**src/design/cop_pkg.sv**
```systemverilog
// Shared types for the 24 MHz glue around the protection MCU.
// Every design block that carries ports or flags imports this package.

package cop_pkg;

    // Mailbox word between main CPU and MCU
    localparam int MCU_WORD_W = 16;

    // One 8051-style port
    localparam int MCU_PORT_W = 8;

    // Select lines decoded by the main CPU address map
    localparam int MCU_SEL_W = 6;

    // MCU port outputs as seen by the glue
    typedef struct packed {
        logic [MCU_PORT_W-1:0] p0;
        logic [MCU_PORT_W-1:0] p1;
        logic [MCU_PORT_W-1:0] p2;
        logic [MCU_PORT_W-1:0] p3;
    } mcu_ports_t;

    // One main CPU bus cycle toward the MCU
    typedef struct packed {
        logic [MCU_SEL_W-1:0]  sel;
        logic                  we;
        logic [MCU_WORD_W-1:0] data;
    } main_wr_t;

    // Bank flags for the memory side
    // Order matches p1[6:0] for the first four fields
    typedef struct packed {
        logic [1:0] sndflag;
        logic [1:0] b1flg;
        logic       b0flg;
        logic [1:0] mixflg;
        logic [2:0] crback;
    } bank_flags_t;

    // Transfer opcode from the active-low strobes on p2[7:4]
    typedef enum logic [2:0] {
        XFER_NONE,
        XFER_RD_HI,
        XFER_RD_LO,
        XFER_WR_HI,
        XFER_WR_LO
    } mcu_xfer_e;

    // Mail interrupt towards the MCU INT1 pin
    typedef enum logic {
        IRQ_IDLE,
        IRQ_PENDING
    } irq_state_e;

endpackage

```
**src/design/cop_cen24.sv**
```systemverilog
// Clock enables derived from the 24 MHz clock.
// cen3 and cen1p5 feed the sound chips, cen_mcu paces the MCU core.

`timescale 1ns/10ps

module cop_cen24 #(
    parameter int MCU_DIV = 3
) (
    input  logic clk24,
    input  logic rst24,
    output logic cen3,
    output logic cen1p5,
    output logic cen_mcu
);

    localparam int MCU_CW = (MCU_DIV > 2) ? $clog2(MCU_DIV) : 1;
    localparam logic [MCU_CW-1:0] MCU_END = MCU_CW'(MCU_DIV - 1);

    logic [3:0]        cnt16;
    logic [MCU_CW-1:0] mcu_cnt;

    // Free-running divider for the sound enables
    always_ff @(posedge clk24 or posedge rst24) begin
        if (rst24) begin
            cnt16 <= '0;
        end else begin
            cnt16 <= cnt16 + 4'd1;
        end
    end

    // Modulo counter for the MCU enable
    always_ff @(posedge clk24 or posedge rst24) begin
        if (rst24) begin
            mcu_cnt <= '0;
        end else if (mcu_cnt == MCU_END) begin
            mcu_cnt <= '0;
        end else begin
            mcu_cnt <= mcu_cnt + 1'b1;
        end
    end

    // 24/8 = 3 MHz and 24/16 = 1.5 MHz
    assign cen3    = (cnt16[2:0] == 3'b111);
    assign cen1p5  = (cnt16 == 4'hf);
    assign cen_mcu = (mcu_cnt == MCU_END);

    // A divider of one would hold cen_mcu high all the time
    a_mcu_div_min: assert property (
        @(posedge clk24) disable iff (rst24)
        MCU_DIV >= 2
    ) else $error("cop_cen24: MCU_DIV must be at least 2");

endmodule

```
**src/design/cop_main_port.sv**
```systemverilog
// Main CPU side of the MCU mailbox.
// Latches the word written on select 0 and keeps sel[5:3] as a level
// that the MCU polls on port 3.

`timescale 1ns/10ps

module cop_main_port
    import cop_pkg::*;
(
    input  logic                  clk24,
    input  logic                  rst24,
    input  main_wr_t              main_wr,
    output logic [MCU_WORD_W-1:0] mail_word,
    output logic                  mail_pulse,
    output logic [2:0]            sel_hi
);

    logic mail_wr;

    // Write cycle aimed at the mailbox
    assign mail_wr = main_wr.we && main_wr.sel[0];

    // Mailbox word and its event pulse
    always_ff @(posedge clk24 or posedge rst24) begin
        if (rst24) begin
            mail_word  <= '0;
            mail_pulse <= 1'b0;
        end else begin
            mail_pulse <= mail_wr;
            if (mail_wr) begin
                mail_word <= main_wr.data;
            end
        end
    end

    // Upper selects follow the bus every cycle
    always_ff @(posedge clk24 or posedge rst24) begin
        if (rst24) begin
            sel_hi <= 3'b000;
        end else begin
            sel_hi <= main_wr.sel[5:3];
        end
    end

endmodule

```
**src/design/cop_mcu_bridge.sv**
```systemverilog
// MCU side of the mailbox.
// Raises the mail interrupt, serves mail bytes on port 0 and builds the
// reply word from port 0 writes. Strobes come in on p2 as the MCU drives
// them, all active low.

`timescale 1ns/10ps

module cop_mcu_bridge
    import cop_pkg::*;
(
    input  logic                  clk24,
    input  logic                  rst24,
    input  mcu_ports_t            mcu_ports,
    input  logic [MCU_WORD_W-1:0] mail_word,
    input  logic                  mail_pulse,
    output logic                  mcu_intn,
    output logic [MCU_PORT_W-1:0] p0_in,
    output logic [MCU_WORD_W-1:0] reply_word
);

    localparam int HALF = MCU_WORD_W / 2;

    irq_state_e irq_state;
    mcu_xfer_e  xfer;
    logic       ack;

    // Interrupt acknowledge from the MCU
    assign ack = ~mcu_ports.p2[3];

    // Only a single low strobe is a valid transfer
    always_comb begin
        case (mcu_ports.p2[7:4])
            4'b1110: xfer = XFER_RD_HI;
            4'b1101: xfer = XFER_RD_LO;
            4'b1011: xfer = XFER_WR_LO;
            4'b0111: xfer = XFER_WR_HI;
            default: xfer = XFER_NONE;
        endcase
    end

    // Acknowledge wins over a mail pulse in the same cycle
    always_ff @(posedge clk24 or posedge rst24) begin
        if (rst24) begin
            irq_state <= IRQ_IDLE;
        end else if (ack) begin
            irq_state <= IRQ_IDLE;
        end else if (mail_pulse) begin
            irq_state <= IRQ_PENDING;
        end
    end

    assign mcu_intn = (irq_state != IRQ_PENDING);

    // Port 0 read path holds until the next read strobe
    always_ff @(posedge clk24 or posedge rst24) begin
        if (rst24) begin
            p0_in <= '0;
        end else begin
            case (xfer)
                XFER_RD_HI: p0_in <= mail_word[MCU_WORD_W-1:HALF];
                XFER_RD_LO: p0_in <= mail_word[HALF-1:0];
                default:    p0_in <= p0_in;
            endcase
        end
    end

    // Reply assembled one byte at a time
    always_ff @(posedge clk24 or posedge rst24) begin
        if (rst24) begin
            reply_word <= '0;
        end else begin
            case (xfer)
                XFER_WR_HI: reply_word[MCU_WORD_W-1:HALF] <= mcu_ports.p0;
                XFER_WR_LO: reply_word[HALF-1:0]          <= mcu_ports.p0;
                default:    reply_word                    <= reply_word;
            endcase
        end
    end

    // Interrupt is only released by the MCU
    a_intn_rise_on_ack: assert property (
        @(posedge clk24) disable iff (rst24)
        $rose(mcu_intn) |-> $past(ack)
    ) else $error("cop_mcu_bridge: mcu_intn released without acknowledge");

    // MCU firmware drives one port strobe at a time
    a_one_strobe: assert property (
        @(posedge clk24) disable iff (rst24)
        $countones(~mcu_ports.p2[7:4]) <= 1
    ) else $error("cop_mcu_bridge: more than one p2 strobe low");

endmodule

```
**src/design/cop_bank_out.sv**
```systemverilog
// Bank flag register fed by MCU ports 1 and 3.
// Gives the memory side a stable copy of the flags and a pulse on
// every change.

`timescale 1ns/10ps

module cop_bank_out
    import cop_pkg::*;
(
    input  logic        clk24,
    input  logic        rst24,
    input  mcu_ports_t  mcu_ports,
    output bank_flags_t bank_flags,
    output logic        bank_change
);

    bank_flags_t next_flags;

    // Port to flag mapping
    always_comb begin
        next_flags.sndflag = mcu_ports.p1[6:5];
        next_flags.b1flg   = mcu_ports.p1[4:3];
        next_flags.b0flg   = mcu_ports.p1[2];
        next_flags.mixflg  = mcu_ports.p1[1:0];
        next_flags.crback  = mcu_ports.p3[2:0];
    end

    // Change pulse lines up with the new value
    always_ff @(posedge clk24 or posedge rst24) begin
        if (rst24) begin
            bank_flags  <= '0;
            bank_change <= 1'b0;
        end else begin
            bank_flags  <= next_flags;
            bank_change <= (next_flags != bank_flags);
        end
    end

endmodule

```
**src/design/cop_mcu_sub.sv**
```systemverilog
// Top of the 24 MHz protection MCU glue.
// The MCU core sits outside and its ports come in as mcu_ports.
// p3_in, p0_in and mcu_intn go back to the MCU inputs.

`timescale 1ns/10ps

module cop_mcu_sub
    import cop_pkg::*;
#(
    parameter int MCU_DIV = 3
) (
    input  logic                  clk24,
    input  logic                  rst24,
    input  main_wr_t              main_wr,
    input  mcu_ports_t            mcu_ports,
    output logic [MCU_PORT_W-1:0] p3_in,
    output logic                  mcu_intn,
    output logic [MCU_PORT_W-1:0] p0_in,
    output logic [MCU_WORD_W-1:0] reply_word,
    output bank_flags_t           bank_flags,
    output logic                  bank_change,
    output logic                  cen3,
    output logic                  cen1p5,
    output logic                  cen_mcu
);

    logic [MCU_WORD_W-1:0] mail_word;
    logic                  mail_pulse;
    logic [2:0]            sel_hi;

    cop_cen24 #(
        .MCU_DIV (MCU_DIV)
    ) u_cen (
        .clk24   (clk24),
        .rst24   (rst24),
        .cen3    (cen3),
        .cen1p5  (cen1p5),
        .cen_mcu (cen_mcu)
    );

    cop_main_port u_main (
        .clk24      (clk24),
        .rst24      (rst24),
        .main_wr    (main_wr),
        .mail_word  (mail_word),
        .mail_pulse (mail_pulse),
        .sel_hi     (sel_hi)
    );

    cop_mcu_bridge u_bridge (
        .clk24      (clk24),
        .rst24      (rst24),
        .mcu_ports  (mcu_ports),
        .mail_word  (mail_word),
        .mail_pulse (mail_pulse),
        .mcu_intn   (mcu_intn),
        .p0_in      (p0_in),
        .reply_word (reply_word)
    );

    cop_bank_out u_bank (
        .clk24       (clk24),
        .rst24       (rst24),
        .mcu_ports   (mcu_ports),
        .bank_flags  (bank_flags),
        .bank_change (bank_change)
    );

    // Port 3 as the MCU reads it
    assign p3_in = {sel_hi, mcu_ports.p3[4:0]};

    // CPU mail write reaches the MCU interrupt two cycles later
    a_mail_to_intn: assert property (
        @(posedge clk24) disable iff (rst24)
        $past(main_wr.we && main_wr.sel[0]) && mcu_ports.p2[3] |=> !mcu_intn
    ) else $error("cop_mcu_sub: mail write did not raise the MCU interrupt");

endmodule

```
**config.mk**
```make
export PLATFORM = sky130hd
export DESIGN_NAME = cop_mcu_sub
export DESIGN_NICKNAME = d
export VERILOG_FILES = /design/src/design/cop_pkg.sv /design/src/design/cop_cen24.sv /design/src/design/cop_main_port.sv /design/src/design/cop_mcu_bridge.sv /design/src/design/cop_bank_out.sv /design/src/design/cop_mcu_sub.sv
export SDC_FILE = /design/constraint.sdc
export NUM_CORES = 1
export LEC_CHECK = 0
export CELL_PAD_IN_SITES_DETAIL_PLACEMENT = 1
export CELL_PAD_IN_SITES_GLOBAL_PLACEMENT = 2
export CORE_ASPECT_RATIO = 2
export CORE_MARGIN = 1.5
export CORE_UTILIZATION = 45
export CTS_BUF_LIST = sky130_fd_sc_hd__clkbuf_8
export DETAILED_ROUTE_END_ITERATION = 16
export DONT_BUFFER_PORTS = 1
export PLACE_DENSITY = 0.91
export SETUP_SLACK_MARGIN = 0.15
export SLEW_MARGIN = 25
export SYNTH_ARGS = -nofsm -noshare
export SYNTH_HDL_FRONTEND = slang
export SYNTH_HIERARCHICAL = 1
export SYNTH_SLANG_ARGS = --single-unit
```
**constraint.sdc**
```tcl
create_clock -name clk24 -period 1.86 [get_ports clk24]
set_input_delay 0.093 -clock clk24 [delete_from_list [all_inputs] [get_ports clk24]]
set_output_delay 0.093 -clock clk24 [all_outputs]
set_load 0.05 [all_outputs]
```
==> impl_metrics.py <==
metrics = {
    "outcome": {
        "outcome": "finished clean",
    },
    "timing": {
        "min_period_ns": 1.49,
        "slew_viol_final": 0,
        "tns_ns": 0,
        "setup_viol": 0,
        "max_freq_ghz": 0.671,
        "hold_violations": 0,
        "period_share": 0.801,
        "rsz0062_at_grt": "false",
        "max_slew.worst_pin.slew_ns": 0.949,
        "slew_headroom": 0.367,
        "skew_ns": 0.0114,
    },
    "global_routing": {
        "globalRoute.totalOverflow": 0,
        "grt_pass1_wl_mm": 9.92,
        "busiest_layer": "met2",
        "grtUsageMet2": 0.393,
        "grt_pass1_vias": 1976,
        "antenna_found_initial": 0,
        "grt_usage": 0.212,
        "grt_start_max_net_pins": 26,
        "met1_usage": 0.206,
        "met3_usage": 0.0609,
    },
    "worst_setup_path": {
        "rrSetupSlack_ns": 0.38,
        "crit_required_ns": 1.77,
        "reg2reg_to": "u_bank/bank_change",
        "cp-startpoint": "u_cen/cnt16[0]",
        "r2r_cells": 3,
        "worst-path-max-fanout": 3,
        "crit_type": "reg2out",
        "endpoint_kind": "output port",
        "worstSetupStartpointType": "register",
        "arrival_ns": 1.40,
        "r2r-start": "u_bank/bank_flags[5]",
        "crit_end": "cen1p5",
    },
    "synthesis": {
        "async_flop_share": 1.00,
        "synth_cell_type_count": 32,
        "ys_seq_area_frac": 0.596,
        "ys_ff_latch": 62,
        "synthesis.nets": 241,
        "yosysWarnings": 6,
        "mappedNetlistArea_um2": 2600,
        "synth_ff_type": "dfrtp_1",
        "synthCells": 182,
        "post_synth.cell_area_avg_um2": 14.3,
        "synth-edff-count": 0,
    },
    "place": {
        "place.gp.congestion": 0.693,
        "dp_hpwl_mm": 4.01,
        "io_buffer_count": 0,
    },
    "clock_tree": {
        "cts_tree": "done",
        "clock_latency_ns": 0.34,
        "cts-resized-gates": 0,
        "cts_inserted_buffers": 9,
        "clkTransAtPathRegs_ns": 0.07,
        "htree_num_levels": 3,
        "cts_root_buffer": "clkbuf_8",
        "clock-sinks": 62,
        "cts_buffer_depth": 2,
    },
    "floorplan": {
        "core_area_um2": 5660,
        "io_pins": 104,
        "die_y_um": 111,
        "die_area_um2": 6280,
        "core.rowCount": 39,
        "start_util": 0.460,
        "dieWidth_um": 56.8,
    },
    "detailed_routing": {
        "routed_wl_mm": 6.18,
        "drt_iter0_drc": 31,
        "vias": 1668,
        "via_per_inst": 5.49,
        "drc": 0,
        "post_drt_wl_per_cell_um": 20.3,
        "dr.pass1.iters": 4,
        "drtAntennaViolNets": 0,
    },
    "pwr": {
        "vdd_drop_max_v": 0.000814,
        "p_leak_nw": 1.52,
        "power-per-cell-area_nw_per_um2": 1160,
    },
    "cells_and_area": {
        "drive_gt1_frac": 0.296,
        "final_common_cell": "dfrtp_1",
        "final_nets": 297,
        "final_cell_mix": "62 x dfrtp_1, 41 x dlygate4sd3_1, 23 x mux2_2",
        "diodes": 0,
        "syn2layout_area_growth_pct": 26.2,
        "post-route-util": 0.581,
    },
    "min_path": {
        "hold_class": "in2reg",
    },
    "flow_run": {
        "maxCapViolCount": 0,
    },
}
==> cell type report <==
class / count / area (um^2)
fill: 527 / 2370
sequential: 62 / 1550
multi-input combinational: 99 / 911
timing repair buffer: 56 / 523
clock buffer: 9 / 124
tap: 61 / 76.3
clock inverter: 7 / 65.1
inverter: 10 / 37.5
==> per-layer routing <==
layer	up-vias	share of wire	routed length, um
li1	737	-	-
met5	-	0	0
met4	0	0.025	154
met3	13	0.068	422
met2	94	0.57	3550
met1	824	0.33	2060
==> cell usage after synthesis (3+ instances only) <==
cell type,count,share of area
a22o_1,3,0.010
xor2_1,8,0.027
mux2_4,9,0.052
buf_4,6,0.017
nor2_1,12,0.017
dfrtp_1,62,0.60
mux2_2,23,0.099
a21oi_1,5,0.0096
inv_1,10,0.014
a221oi_2,3,0.017
o31ai_1,5,0.014
or2b_1,4,0.012
xnor2_1,3,0.010
a211oi_1,5,0.014
==> per-stage QoR <==
step / area [um^2] / setup slack, ns / total power, mW / instances / hold slack [ns]
finish: 3290 / 0.370 / 3.80 / 304 / 0.0501
global route: 3290 / 0.325 / 3.95 / 304 / 0.0654
CTS: 3290 / 0.376 / 3.83 / 304 / 0.0219
detailed placement: 2690 / 0.467 / 2.62 / 247 / -0.0960
global placement: 2690 / 0.522 / 2.58 / 247 / -0.109
floorplan: 2610 / 0.576 / 2.48 / 182 / -0.116
==> critical path, stage by stage, from the launching register on <==
cell	delay [ns]
dfrtp_1	0.39
ha_1	0.19
and3_1	0.48
==> kinds of logic after synthesis <==
logic type               synth area share
AND/OR/NAND/NOR                    0.0831
AO/OA/AOI/OAI                      0.0687
XOR/XNOR                           0.0370
buffers and inverters              0.0548
adder cells (fa/ha/maj)           0.00960
flip-flops                          0.596
multiplexers                        0.151
==> state kept, by name, indices dropped and copies added, names as in the netlist <==
register / count
u_main/sel_hi: 3
u_bank/bank_flags: 10
u_cen/mcu_cnt: 2
u_cen/cnt16: 4
u_bridge/reply_word: 16
u_bridge/p0_in: 8
u_main/mail_pulse: 1
u_bank/bank_change: 1
u_main/mail_word: 16
u_bridge/irq_state: 1
==> worst min path at each step <==
| stage | startpoint | slack (ns) | to | cells after the start |
|---|---|---|---|---|
| finish | main_wr[17] | 0.05 | u_main/mail_pulse | 2 |
| CTS | main_wr[17] | 0.02 | u_main/mail_pulse | 2 |
| global route | main_wr[17] | 0.07 | u_main/mail_pulse | 2 |
| global placement | rst24 | -0.11 | u_cen/mcu_cnt[0] | 1 |
| detailed placement | rst24 | -0.1 | u_cen/cnt16[1] | 1 |
| floorplan | rst24 | -0.12 | u_cen/cnt16[0] | 1 |
==> timing repair <==
action	CTS	global route
hold buffers	41	0
hold endpoints to repair	117	0
buffers inserted	0	0
==> power breakdown <==
group / switching (mW) / total (mW) / internal [mW]
clock network: 0.518 / 1.13 / 0.608
registers: 0.437 / 1.97 / 1.53
logic: 0.385 / 0.706 / 0.321
Note: power is estimated with default switching activity, not from simulation.
